$ cat config.mk
export PLATFORM = sky130hd
export DESIGN_NAME = sprite_engine
export DESIGN_NICKNAME = d
export VERILOG_FILES = /design/src/logic/sprite_pkg.sv /design/src/logic/sprite_engine.sv /design/src/logic/sprite_unit_chain.sv /design/src/logic/sprite_manager.sv /design/src/logic/pattern_rom.sv /design/src/logic/sprite_addr_gen.sv /design/src/logic/oam_scanner.sv
export SDC_FILE = /design/constraint.sdc
export NUM_CORES = 2
export LEC_CHECK = 0
export BUFFER_PORTS_ARGS = -buffer_cell sky130_fd_sc_hd__buf_2
export CELL_PAD_IN_SITES_DETAIL_PLACEMENT = 1
export CELL_PAD_IN_SITES_GLOBAL_PLACEMENT = 1
export CORE_MARGIN = 2
export CORE_UTILIZATION = 60
export CTS_CLUSTER_DIAMETER = 30
export DETAILED_ROUTE_END_ITERATION = 10
export HOLD_SLACK_MARGIN = 0.06
export PLACE_DENSITY = 0.94
export SYNTH_ARGS = -nofsm -noshare
export SYNTH_HDL_FRONTEND = slang
export SYNTH_SLANG_ARGS = --single-unit
$ cat constraint.sdc
create_clock -name clock -period 28.9 [get_ports clock]
set_clock_uncertainty 0.05 [all_clocks]
set_input_delay 5.78 -clock clock [delete_from_list [all_inputs] [get_ports clock]]
set_output_delay 5.78 -clock clock [all_outputs]
set_load 0.02 [all_outputs]
$ cat src/logic/sprite_pkg.sv
// Field widths, OAM entry layout and the pattern memory content rule
`default_nettype none

package sprite_pkg;

	localparam int PIXEL_W   = 4;  // Index 0 is transparent
	localparam int PATTERN_W = 32; // Eight pixels, pixel 0 in the low nibble
	localparam int ADDR_W    = 13;
	localparam int PALETTE_W = 3;
	localparam int OAM_W     = 32;

	localparam int OAM_Y_POS    = 0;
	localparam int OAM_X_POS    = 8;
	localparam int OAM_TILE_POS = 16;
	localparam int OAM_PAL_POS  = 24;
	localparam int OAM_W_POS    = 27; // Column count minus one, two bits
	localparam int OAM_XMIR_BIT = 29;
	localparam int OAM_YMIR_BIT = 30;
	localparam int OAM_FG_BIT   = 31;

	// Pixel k holds the low address nibble times 3 plus k, wrapped to four bits
	function automatic logic [PATTERN_W-1:0] pattern_word(input logic [ADDR_W-1:0] addr);
		logic [PATTERN_W-1:0] word;
		logic [PIXEL_W-1:0] base;
		base = addr[3:0] * 4'd3;
		for (int k = 0; k < 8; k++) begin
			word[4*k +: PIXEL_W] = base + 4'(k);
		end
		return word;
	endfunction

	// A value below 8 means the sprite covers the row
	function automatic logic [7:0] sprite_line(input logic [7:0] row, input logic [7:0] y);
		return row - y;
	endfunction

endpackage

`default_nettype wire
$ cat src/logic/sprite_engine.sv
// Sprite engine top level joining scanner, manager, pattern memory and slots
`timescale 1ns/1ns
`default_nettype none

module sprite_engine #(
	parameter int MAX_SPRITES_PER_LINE = 8,
	parameter int OAM_ENTRIES = 64
) (
	input  logic clock,
	input  logic reset_l,
	input  logic start,
	input  logic [7:0] row,
	input  logic oam_write,
	input  logic [$clog2(OAM_ENTRIES)-1:0] oam_waddr,
	input  logic [sprite_pkg::OAM_W-1:0] oam_wdata,
	input  logic [7:0] pixel_x,
	output logic ready,
	output logic pixel_opaque,
	output logic [sprite_pkg::PIXEL_W-1:0] pixel_index,
	output logic [sprite_pkg::PALETTE_W-1:0] pixel_palette,
	output logic pixel_fg
);

	logic conf_exists, conf_ack, conf_req;
	logic [7:0] conf_y, conf_x, conf_tile;
	logic [sprite_pkg::PALETTE_W-1:0] conf_palette;
	logic [1:0] conf_w;
	logic conf_x_mirror, conf_y_mirror, conf_fg_prio;

	logic pattern_read, pattern_avail;
	logic [sprite_pkg::ADDR_W-1:0] pattern_addr;
	logic [sprite_pkg::PATTERN_W-1:0] pattern_data;

	logic sprite_valid, sprite_ack;
	logic [7:0] sprite_x;
	logic [sprite_pkg::PALETTE_W-1:0] sprite_palette;
	logic [1:0] sprite_w;
	logic sprite_x_mirror, sprite_fg_prio;
	logic [3:0][sprite_pkg::PATTERN_W-1:0] sprite_pat;

	oam_scanner #(
		.OAM_ENTRIES(OAM_ENTRIES)
	) u_scanner (
		.clock(clock),
		.reset_l(reset_l),
		.clear(start),
		.row(row),
		.oam_write(oam_write),
		.oam_waddr(oam_waddr),
		.oam_wdata(oam_wdata),
		.conf_req(conf_req),
		.conf_exists(conf_exists),
		.conf_ack(conf_ack),
		.conf_y(conf_y),
		.conf_x(conf_x),
		.conf_tile(conf_tile),
		.conf_palette(conf_palette),
		.conf_w(conf_w),
		.conf_x_mirror(conf_x_mirror),
		.conf_y_mirror(conf_y_mirror),
		.conf_fg_prio(conf_fg_prio)
	);

	sprite_manager #(
		.MAX_SPRITES_PER_LINE(MAX_SPRITES_PER_LINE)
	) u_manager (
		.clock(clock),
		.reset_l(reset_l),
		.clear(start),
		.row(row),
		.conf_y(conf_y),
		.conf_x(conf_x),
		.conf_tile(conf_tile),
		.conf_palette(conf_palette),
		.conf_w(conf_w),
		.conf_x_mirror(conf_x_mirror),
		.conf_y_mirror(conf_y_mirror),
		.conf_fg_prio(conf_fg_prio),
		.conf_exists(conf_exists),
		.conf_ack(conf_ack),
		.pattern_avail(pattern_avail),
		.pattern_data(pattern_data),
		.sprite_ack(sprite_ack),
		.ready(ready),
		.conf_req(conf_req),
		.pattern_read(pattern_read),
		.pattern_addr(pattern_addr),
		.sprite_valid(sprite_valid),
		.sprite_x(sprite_x),
		.sprite_palette(sprite_palette),
		.sprite_w(sprite_w),
		.sprite_x_mirror(sprite_x_mirror),
		.sprite_fg_prio(sprite_fg_prio),
		.sprite_pat(sprite_pat)
	);

	pattern_rom u_rom (
		.clock(clock),
		.reset_l(reset_l),
		.pattern_read(pattern_read),
		.pattern_addr(pattern_addr),
		.pattern_avail(pattern_avail),
		.pattern_data(pattern_data)
	);

	sprite_unit_chain #(
		.MAX_SPRITES_PER_LINE(MAX_SPRITES_PER_LINE)
	) u_chain (
		.clock(clock),
		.reset_l(reset_l),
		.clear(start),
		.sprite_valid(sprite_valid),
		.sprite_x(sprite_x),
		.sprite_palette(sprite_palette),
		.sprite_w(sprite_w),
		.sprite_x_mirror(sprite_x_mirror),
		.sprite_fg_prio(sprite_fg_prio),
		.sprite_pat(sprite_pat),
		.pixel_x(pixel_x),
		.sprite_ack(sprite_ack),
		.pixel_opaque(pixel_opaque),
		.pixel_index(pixel_index),
		.pixel_palette(pixel_palette),
		.pixel_fg(pixel_fg)
	);

endmodule

`default_nettype wire

$ cat src/logic/sprite_unit_chain.sv
// Sprite slots for one line and the priority pixel lookup
`timescale 1ns/1ns
`default_nettype none

module sprite_unit_chain #(
	parameter int MAX_SPRITES_PER_LINE = 8
) (
	input  logic clock,
	input  logic reset_l,
	input  logic clear,
	input  logic sprite_valid,
	input  logic [7:0] sprite_x,
	input  logic [sprite_pkg::PALETTE_W-1:0] sprite_palette,
	input  logic [1:0] sprite_w,
	input  logic sprite_x_mirror,
	input  logic sprite_fg_prio,
	input  logic [3:0][sprite_pkg::PATTERN_W-1:0] sprite_pat,
	input  logic [7:0] pixel_x,
	output logic sprite_ack,
	output logic pixel_opaque,
	output logic [sprite_pkg::PIXEL_W-1:0] pixel_index,
	output logic [sprite_pkg::PALETTE_W-1:0] pixel_palette,
	output logic pixel_fg
);

	localparam int CNT_W = $clog2(MAX_SPRITES_PER_LINE + 1);
	localparam int IDX_W = (MAX_SPRITES_PER_LINE > 1) ? $clog2(MAX_SPRITES_PER_LINE) : 1;
	localparam logic [CNT_W-1:0] SLOTS = CNT_W'(MAX_SPRITES_PER_LINE);

	logic [MAX_SPRITES_PER_LINE-1:0] slot_valid;
	logic [7:0] slot_x [MAX_SPRITES_PER_LINE];
	logic [1:0] slot_w [MAX_SPRITES_PER_LINE];
	logic slot_xm [MAX_SPRITES_PER_LINE];
	logic [sprite_pkg::PALETTE_W-1:0] slot_pal [MAX_SPRITES_PER_LINE];
	logic slot_fg [MAX_SPRITES_PER_LINE];
	logic [3:0][sprite_pkg::PATTERN_W-1:0] slot_pat [MAX_SPRITES_PER_LINE];

	logic [CNT_W-1:0] slot_count;
	logic [IDX_W-1:0] wr_idx;
	logic full, load;
	logic [MAX_SPRITES_PER_LINE-1:0] slot_hit;
	logic [sprite_pkg::PIXEL_W-1:0] slot_pix [MAX_SPRITES_PER_LINE];

	assign full = (slot_count == SLOTS);
	assign wr_idx = slot_count[IDX_W-1:0];
	assign load = sprite_valid && !sprite_ack && !full; // Ack is held off in the cycle after one

	always_ff @(posedge clock, negedge reset_l) begin
		if (!reset_l) begin
			slot_valid <= '0;
			slot_count <= '0;
			sprite_ack <= 1'b0;
		end else if (clear) begin
			slot_valid <= '0;
			slot_count <= '0;
			sprite_ack <= 1'b0;
		end else begin
			sprite_ack <= load;
			if (load) begin
				slot_valid[wr_idx] <= 1'b1;
				slot_count <= slot_count + 1'b1;
			end
		end
	end

	always_ff @(posedge clock) begin
		if (load) begin
			slot_x[wr_idx] <= sprite_x;
			slot_w[wr_idx] <= sprite_w;
			slot_xm[wr_idx] <= sprite_x_mirror;
			slot_pal[wr_idx] <= sprite_palette;
			slot_fg[wr_idx] <= sprite_fg_prio;
			slot_pat[wr_idx] <= sprite_pat;
		end
	end

	for (genvar i = 0; i < MAX_SPRITES_PER_LINE; i++) begin : g_slot
		logic [8:0] dx;
		logic [5:0] span;
		logic [4:0] pos;
		logic [sprite_pkg::PATTERN_W-1:0] word;

		assign dx = {1'b0, pixel_x} - {1'b0, slot_x[i]};
		assign span = {1'b0, slot_w[i], 3'b000} + 6'd8; // Eight pixels per column
		assign pos = slot_xm[i] ? 5'(span - 6'd1 - dx[5:0]) : dx[4:0];
		assign word = slot_pat[i][pos[4:3]];
		assign slot_pix[i] = word[{pos[2:0], 2'b00} +: sprite_pkg::PIXEL_W];
		assign slot_hit[i] = slot_valid[i] && (dx < {3'b000, span}) && (slot_pix[i] != '0);
	end

	// Walk down so the lowest opaque slot is the one left standing
	always_comb begin
		pixel_opaque = 1'b0;
		pixel_index = '0;
		pixel_palette = '0;
		pixel_fg = 1'b0;
		for (int i = MAX_SPRITES_PER_LINE - 1; i >= 0; i--) begin
			if (slot_hit[i]) begin
				pixel_opaque = 1'b1;
				pixel_index = slot_pix[i];
				pixel_palette = slot_pal[i];
				pixel_fg = slot_fg[i];
			end
		end
	end

	// The manager's sprite limit keeps it from offering a sprite to a full chain
	assert property (@(posedge clock) disable iff (!reset_l)
		!clear && sprite_valid && !sprite_ack |-> !full);

endmodule

`default_nettype wire

$ cat src/logic/sprite_manager.sv
// Sprite fetch FSM that takes configurations, reads patterns and hands sprites on
`timescale 1ns/1ns
`default_nettype none

module sprite_manager #(
	parameter int MAX_SPRITES_PER_LINE = 8
) (
	input  logic clock,
	input  logic reset_l,
	input  logic clear,
	input  logic [7:0] row,
	input  logic [7:0] conf_y,
	input  logic [7:0] conf_x,
	input  logic [7:0] conf_tile,
	input  logic [sprite_pkg::PALETTE_W-1:0] conf_palette,
	input  logic [1:0] conf_w,
	input  logic conf_x_mirror,
	input  logic conf_y_mirror,
	input  logic conf_fg_prio,
	input  logic conf_exists,
	input  logic conf_ack,
	input  logic pattern_avail,
	input  logic [sprite_pkg::PATTERN_W-1:0] pattern_data,
	input  logic sprite_ack,
	output logic ready,
	output logic conf_req,
	output logic pattern_read,
	output logic [sprite_pkg::ADDR_W-1:0] pattern_addr,
	output logic sprite_valid,
	output logic [7:0] sprite_x,
	output logic [sprite_pkg::PALETTE_W-1:0] sprite_palette,
	output logic [1:0] sprite_w,
	output logic sprite_x_mirror,
	output logic sprite_fg_prio,
	output logic [3:0][sprite_pkg::PATTERN_W-1:0] sprite_pat
);

	localparam int CNT_W = $clog2(MAX_SPRITES_PER_LINE + 1);
	localparam logic [CNT_W-1:0] SPR_MAX = CNT_W'(MAX_SPRITES_PER_LINE);

	enum logic [2:0] {CONF_READ, PAT_READ, SEND_SPRITE, SIGNAL, DONE} state, next_state;

	logic [7:0] cur_y, cur_x, cur_tile;
	logic [sprite_pkg::PALETTE_W-1:0] cur_palette;
	logic [1:0] cur_w;
	logic cur_x_mirror, cur_y_mirror, cur_fg_prio;
	logic [3:0][sprite_pkg::PATTERN_W-1:0] pat_buf;

	logic [2:0] req_count, ret_count;
	logic [CNT_W-1:0] sprite_count;
	logic [1:0] flush; // Blocks returns of reads issued before a clear
	logic pat_take;

	sprite_addr_gen u_addr_gen (
		.row(row),
		.conf_y(cur_y),
		.conf_tile(cur_tile),
		.conf_y_mirror(cur_y_mirror),
		.index(req_count[1:0]),
		.addr(pattern_addr)
	);

	assign pat_take = pattern_avail && (flush == 2'd0) && (state == PAT_READ);
	assign sprite_valid = (state == SEND_SPRITE);
	assign ready = (state == SIGNAL) && !clear;

	assign sprite_x = cur_x;
	assign sprite_palette = cur_palette;
	assign sprite_w = cur_w;
	assign sprite_x_mirror = cur_x_mirror;
	assign sprite_fg_prio = cur_fg_prio;
	assign sprite_pat = pat_buf;

	always_comb begin
		next_state = state;
		conf_req = 1'b0;
		pattern_read = 1'b0;
		case (state)
			CONF_READ: begin
				conf_req = conf_exists && (sprite_count < SPR_MAX);
				if (!conf_req) begin
					next_state = SIGNAL; // Scan finished or line full
				end else if (conf_ack) begin
					next_state = PAT_READ;
				end
			end
			PAT_READ: begin
				pattern_read = (req_count <= {1'b0, cur_w});
				if (pat_take && (ret_count == {1'b0, cur_w})) begin
					next_state = SEND_SPRITE;
				end
			end
			SEND_SPRITE: begin
				if (sprite_ack) begin
					next_state = CONF_READ;
				end
			end
			SIGNAL: begin
				next_state = DONE;
			end
			default: begin
				next_state = DONE;
			end
		endcase
		if (clear) begin
			next_state = CONF_READ;
		end
	end

	always_ff @(posedge clock, negedge reset_l) begin
		if (!reset_l) begin
			state <= DONE;
			req_count <= '0;
			ret_count <= '0;
			sprite_count <= '0;
			flush <= 2'd0;
		end else begin
			state <= next_state;
			flush <= clear ? 2'b11 : {1'b0, flush[1]};
			if (clear || (state == CONF_READ)) begin
				req_count <= '0;
				ret_count <= '0;
			end else begin
				if (pattern_read) begin
					req_count <= req_count + 1'b1;
				end
				if (pat_take) begin
					ret_count <= ret_count + 1'b1;
				end
			end
			if (clear) begin
				sprite_count <= '0;
			end else if (sprite_valid && sprite_ack) begin
				sprite_count <= sprite_count + 1'b1;
			end
		end
	end

	always_ff @(posedge clock) begin
		if (conf_req && conf_ack) begin
			cur_y <= conf_y;
			cur_x <= conf_x;
			cur_tile <= conf_tile;
			cur_palette <= conf_palette;
			cur_w <= conf_w;
			cur_x_mirror <= conf_x_mirror;
			cur_y_mirror <= conf_y_mirror;
			cur_fg_prio <= conf_fg_prio;
		end
		if (pat_take) begin
			pat_buf[ret_count[1:0]] <= pattern_data; // Returns arrive in request order
		end
	end

	// All reads of a sprite have returned before it is offered to the chain
	assert property (@(posedge clock) disable iff (!reset_l)
		sprite_valid |-> !(pattern_read || pattern_avail));

endmodule

`default_nettype wire

$ cat src/logic/pattern_rom.sv
// Pattern memory with a two stage read pipeline
`timescale 1ns/1ns
`default_nettype none

module pattern_rom (
	input  logic clock,
	input  logic reset_l,
	input  logic pattern_read,
	input  logic [sprite_pkg::ADDR_W-1:0] pattern_addr,
	output logic pattern_avail,
	output logic [sprite_pkg::PATTERN_W-1:0] pattern_data
);

	logic stage1_valid;
	logic [sprite_pkg::ADDR_W-1:0] stage1_addr;

	always_ff @(posedge clock, negedge reset_l) begin
		if (!reset_l) begin
			stage1_valid <= 1'b0;
			pattern_avail <= 1'b0;
		end else begin
			stage1_valid <= pattern_read;
			pattern_avail <= stage1_valid;
		end
	end

	always_ff @(posedge clock) begin
		stage1_addr <= pattern_addr;
		pattern_data <= sprite_pkg::pattern_word(stage1_addr); // Content generated from address
	end

	assert property (@(posedge clock) disable iff (!reset_l)
		pattern_read |-> ##2 pattern_avail);

	assert property (@(posedge clock) disable iff (!reset_l)
		pattern_avail |-> $past(pattern_read, 2));

endmodule

`default_nettype wire

$ cat src/logic/sprite_addr_gen.sv
// Pattern memory address of one sprite column on the current row
`timescale 1ns/1ns
`default_nettype none

module sprite_addr_gen (
	input  logic [7:0] row,
	input  logic [7:0] conf_y,
	input  logic [7:0] conf_tile,
	input  logic conf_y_mirror,
	input  logic [1:0] index,
	output logic [sprite_pkg::ADDR_W-1:0] addr
);

	logic [7:0] line_full;
	logic [2:0] line;

	assign line_full = sprite_pkg::sprite_line(row, conf_y);
	assign line = conf_y_mirror ? 3'd7 - line_full[2:0] : line_full[2:0]; // Flip vertically

	// Each tile owns 32 words, 8 rows for each of its 4 columns
	assign addr = {conf_tile, index, line};

endmodule

`default_nettype wire

$ cat src/logic/oam_scanner.sv
// OAM storage with host write port and the row hit search feeding the manager
`timescale 1ns/1ns
`default_nettype none

module oam_scanner #(
	parameter int OAM_ENTRIES = 64
) (
	input  logic clock,
	input  logic reset_l,
	input  logic clear,
	input  logic [7:0] row,
	input  logic oam_write,
	input  logic [$clog2(OAM_ENTRIES)-1:0] oam_waddr,
	input  logic [sprite_pkg::OAM_W-1:0] oam_wdata,
	input  logic conf_req,
	output logic conf_exists,
	output logic conf_ack,
	output logic [7:0] conf_y,
	output logic [7:0] conf_x,
	output logic [7:0] conf_tile,
	output logic [sprite_pkg::PALETTE_W-1:0] conf_palette,
	output logic [1:0] conf_w,
	output logic conf_x_mirror,
	output logic conf_y_mirror,
	output logic conf_fg_prio
);

	localparam int IDX_W = $clog2(OAM_ENTRIES);
	localparam logic [IDX_W:0] SCAN_END = (IDX_W + 1)'(OAM_ENTRIES);

	logic [sprite_pkg::OAM_W-1:0] oam_mem [OAM_ENTRIES];
	logic [sprite_pkg::OAM_W-1:0] rd_data;
	logic [sprite_pkg::OAM_W-1:0] hit_data;
	logic [IDX_W:0] scan_idx;
	logic rd_valid, rd_hit, rd_issue;
	logic hit_valid, hit_load, stall;

	assign rd_hit = sprite_pkg::sprite_line(row, rd_data[sprite_pkg::OAM_Y_POS +: 8]) < 8'd8;
	assign stall = rd_valid && rd_hit && hit_valid && !conf_ack; // Hit register still occupied
	assign hit_load = rd_valid && rd_hit && !stall;
	assign rd_issue = !stall && (scan_idx < SCAN_END);

	assign conf_exists = hit_valid || rd_valid || (scan_idx < SCAN_END);
	assign conf_ack = hit_valid && conf_req;

	assign conf_y = hit_data[sprite_pkg::OAM_Y_POS +: 8];
	assign conf_x = hit_data[sprite_pkg::OAM_X_POS +: 8];
	assign conf_tile = hit_data[sprite_pkg::OAM_TILE_POS +: 8];
	assign conf_palette = hit_data[sprite_pkg::OAM_PAL_POS +: sprite_pkg::PALETTE_W];
	assign conf_w = hit_data[sprite_pkg::OAM_W_POS +: 2];
	assign conf_x_mirror = hit_data[sprite_pkg::OAM_XMIR_BIT];
	assign conf_y_mirror = hit_data[sprite_pkg::OAM_YMIR_BIT];
	assign conf_fg_prio = hit_data[sprite_pkg::OAM_FG_BIT];

	always_ff @(posedge clock) begin
		if (oam_write) begin
			oam_mem[oam_waddr] <= oam_wdata;
		end
		if (rd_issue) begin
			rd_data <= oam_mem[scan_idx[IDX_W-1:0]];
		end
		if (hit_load) begin
			hit_data <= rd_data;
		end
	end

	always_ff @(posedge clock, negedge reset_l) begin
		if (!reset_l) begin
			scan_idx <= SCAN_END; // Idle until the first start
			rd_valid <= 1'b0;
			hit_valid <= 1'b0;
		end else if (clear) begin
			scan_idx <= '0;
			rd_valid <= 1'b0;
			hit_valid <= 1'b0;
		end else begin
			if (!stall) begin
				rd_valid <= rd_issue;
				if (rd_issue) begin
					scan_idx <= scan_idx + 1'b1;
				end
			end
			if (hit_load) begin
				hit_valid <= 1'b1;
			end else if (conf_ack) begin
				hit_valid <= 1'b0;
			end
		end
	end

	// The manager drops its request once it has taken a configuration
	assert property (@(posedge clock) disable iff (!reset_l)
		conf_ack |-> conf_req ##1 !conf_ack);

endmodule

`default_nettype wire

==> flow_summary.yaml, run 1 <==
yosys:
  syn_area_sq_um: 107300
  yosysMostFrequentCell: "edfxtp_1"
  yosysSeqAreaShare_pct: 71.65
  synth_fp_nets: 6192
  avgSynthCellArea_sq_um: 17.90
  synth_area_leaders: "edfxtp_1, mux4_2, mux2i_1"
  ys_seq_elements: 2575
  synth_top_area_share_pct: 70.25
  synth_cells: 5995
  synthFlopType: "edfxtp_1"
  ys_warn_count: 0
  yosys.area.top_type: "edfxtp_1"
  synth_edf_count: 2510
  async_flop_share_pct: 1.515
  synth_common_cells: "edfxtp_1, mux4_2, nor2_1, nand2_1, a21oi_1"
  synth.distinct_cells: 118
run_status:
  error: "[ERROR GRT-0232] Routing congestion too high. Check the congestion heatmap in the GUI."
  flow.stopped_at: "global routing"
  status: "aborted with a tool error"
clock_tree:
  cts_hold_buf: 0
  cts_sinks: 2575
  numCtsBuffers: 460
  root_buffer: "clkbuf_16"
  htree_levels: 5
  clock_path_buffers: 4
  post_cts_buffers: 0
  cts_resized: 0
die:
  start_util_pct: 60.27
  fp.dieH_um: 426.9
  fp.dieW_um: 426.9
  io_pins: 68
  rows: 155
placed_design:
  portBuffers: 59
  gp_congestion: 0.9644
  dp_hpwl_um: 232600
global_routing:
  gr-total-overflow: 317
  grt_max_degree: 107
  antenna_found_initial: 159
  track_usage_pct: 71.54
## per-stage QoR
step / hold slack (ns) / util, % / std cells / instance area [sq um] / setup WS [ns]
floorplan: 0.2812 / - / 5995 / 107300 / 12.11
global placement: 0.2851 / 62.27 / 8269 / 110900 / 10.06
detailed placement: 0.3036 / 62.27 / 8269 / 110900 / 9.557
CTS: 0.3697 / 71.05 / 9111 / 126500 / 8.689
## layer usage
| layer | GRT overflow | global-route usage [%] |
|---|---|---|
| met4 | 154 | 71.00 |
| met3 | 1 | 55.16 |
| met5 | 1 | 26.56 |
| met2 | 160 | 86.86 |
| met1 | 1 | 73.39 |
## logic make-up after synthesis
family,count (synthesis),share of synthesized area (%)
flip-flops,2575,71.65
buffers and inverters,487,1.778
AO/OA/AOI/OAI,957,6.241
AND/OR/NAND/NOR,986,4.592
multiplexers,744,13.15
XOR/XNOR,107,0.8979
adder cells (fa/ha/maj),139,1.698
==> inputs of run 2 (changes only) <==
Settings changed: CELL_PAD_IN_SITES_DETAIL_PLACEMENT 1 to unset, CELL_PAD_IN_SITES_GLOBAL_PLACEMENT 1 to unset, CORE_UTILIZATION 60 to 40, CTS_CLUSTER_DIAMETER 30 to unset, HOLD_SLACK_MARGIN 0.06 to unset, PLACE_DENSITY 0.94 to unset, PLACE_DENSITY_LB_ADDON set to 0.15.
==> flow_summary.yaml, run 2 <==
run_status:
  status: "finished, final reports clean"
pwr:
  power_mw: 8.321
  peakVddDrop_v: 0.00005700
  p_leak_nw: 38.98
  power.density_nw_per_um2: 68.25
yosys:
  async_flop_share_pct: 1.515
  yosysMostFrequentCell: "edfxtp_1"
  syn_area_sq_um: 107300
  synth_area_leaders: "edfxtp_1, mux4_2, mux2i_1"
  synth_fp_nets: 6192
  synthFlopType: "edfxtp_1"
  yosysSeqAreaShare_pct: 71.65
  synth_top_area_share_pct: 70.25
  yosys.area.top_type: "edfxtp_1"
  synth_edf_count: 2510
  synth_cells: 5995
  synth.distinct_cells: 118
  synth_common_cells: "edfxtp_1, mux4_2, nor2_1, nand2_1, a21oi_1"
  ys_warn_count: 0
  avgSynthCellArea_sq_um: 17.90
  ys_seq_elements: 2575
global_routing:
  busiest_layer: "met2"
  grt_max_degree: 131
  grt_pass1_vias: 58450
  gr-total-overflow: 0
  antenna_found_initial: 77
  use_met3_pct: 4.454
  grtUsageMet1_pct: 33.61
  grt_pass1_wl_um: 461100
  use_met2_pct: 38.23
  track_usage_pct: 24.30
finish:
  final_nets: 6425
  largest_reg_flops: 1536
  layout_commonest_cell: "edfxtp_1"
  final_util_pct: 45.59
  drive_above_1_share_pct: 21.00
  regMostFlops: "u_scanner.oam_mem"
  layout_common_cells: "edfxtp_1, mux4_2, clkbuf_16"
  area_growth_syn_to_layout_pct: 13.63
die:
  die_area_sq_um: 272400
  rows: 190
  core_sq_um: 267400
  fp.dieH_um: 521.9
  io_pins: 68
  fp.dieW_um: 521.9
  start_util_pct: 40.12
clock_tree:
  clock_latency_ns: 0.85
  numCtsBuffers: 287
  post_cts_buffers: 0
  path_clk_slew_ns: 0.05
  root_buffer: "clkbuf_16"
  cts_sinks: 2575
  clock_path_buffers: 4
  htree_levels: 5
  cts_hold_buf: 0
  cts_resized: 0
  cts_tree: "yes"
sta:
  finalSetupTns_ns: 0
  hold_violations: 0
  worstMarginPinSlew_ns: 1.346
  finalCritPeriodShare_pct: 68.77
  setup_viol: 0
  whs_ns: 0.3032
  final_max_slew_viol_count: 0
  rsz0062_at_grt: "no"
  slew_headroom_pct: 10.24
  min_period_ns: 19.88
  fin_ws_ns: 9.025
  maxClockFrequency_ghz: 0.05031
route:
  final_antenna_net_count: 0
  first_iter_violations: 8964
  routed_wl_um: 334900
  drc_errors: 0
  num_vias: 60220
  vias_per_cell: 5.995
  drt-wirelength-per-cell_um: 33.34
  drtPass1Iterations: 6
worst_setup_path:
  crit_path_max_fanout: 14
  end_kind: "primary output"
  rr_worst_depth: 6
  critPathLaunchType: "input pin"
  cp.arrival_ns: 14.05
  critPathKind: "in2out"
  crit_required_ns: 23.07
min_path:
  holdCritPathClass: "reg2reg"
  whs_path_depth: 0
placed_design:
  dp_hpwl_um: 198400
  gp_congestion: 0.9101
  portBuffers: 59
  dp_slack_ns: 9.254
flow_run:
  max-cap-violations: 0
[run 2: cell type report]
class                   instances  area [sq um]
clock inverters               129          1210
diodes                         52         130.1
clock buffers                 374          7740
multi-input cells            2933         29110
repair buffers                243          1689
inverters                     188         708.2
fillers                     22920        145500
well taps                    3552          4444
flip-flops and latches       2575         76890
[run 2: final timing paths]
kind | slack (ns) | from | to
max | 9.02 | pixel_x[0] | pixel_index[0]
min | 0.30 | u_rom.stage1_valid | u_rom.pattern_avail
max reg2reg | 23.39 | u_scanner.scan_idx[0] | u_scanner.rd_data[25]
min reg2reg | 0.30 | u_rom.stage1_valid | u_rom.pattern_avail
max in group asynchronous | 23.04 | reset_l | u_scanner.scan_idx[0]
min in group asynchronous | 5.10 | reset_l | u_manager.sprite_count[1]
[run 2: per-layer routing]
metal / vias up / wire [um]
li1: 25020 / -
met4: 22 / 12440
met2: 2877 / 158900
met1: 31720 / 136600
met3: 586 / 26840
met5: - / 159
[run 2: cells by family after synthesis]
logic type | Yosys count | synth area share (%)
adder cells (fa/ha/maj) | 139 | 1.698
AO/OA/AOI/OAI | 957 | 6.241
XOR/XNOR | 107 | 0.8979
AND/OR/NAND/NOR | 986 | 4.592
buffers and inverters | 487 | 1.778
multiplexers | 744 | 13.15
flip-flops | 2575 | 71.65
[run 2: power by group]
group	switching [mW]	internal [mW]	total (mW)
logic	0.384	0.229	0.613
clock network	1.46	2.08	3.54
registers	0.0300	4.13	4.16
[run 2: worst max-delay path, stage by stage]
cell	delay (ns)
buf_2	0.09
inv_1	0.04
buf_4	0.41
ha_1	0.26
inv_1	0.05
fa_1	0.40
a211oi_1	0.33
o21ba_2	0.25
or2_1	0.48
inv_2	0.23
ha_1	0.40
xor2_1	0.68
nand2_1	0.41
o31ai_4	0.36
buf_4	0.39
mux2i_1	0.22
mux2i_1	0.11
mux2_2	0.30
a211oi_1	0.74
a21oi_1	0.13
nor3b_1	0.66
nand2_2	0.30
o31ai_1	0.68
buf_2	0.29
[run 2: stage by stage]
| stage | area, sq um | std cells |
|---|---|---|
| floorplan | 107300 | 5995 |
| global placement | 112800 | 9491 |
| detailed placement | 112800 | 9491 |
| CTS | 121800 | 9994 |
| global route | 121800 | 10000 |
| finish | 121900 | 10050 |
Note: power is estimated with default switching activity, not from simulation.
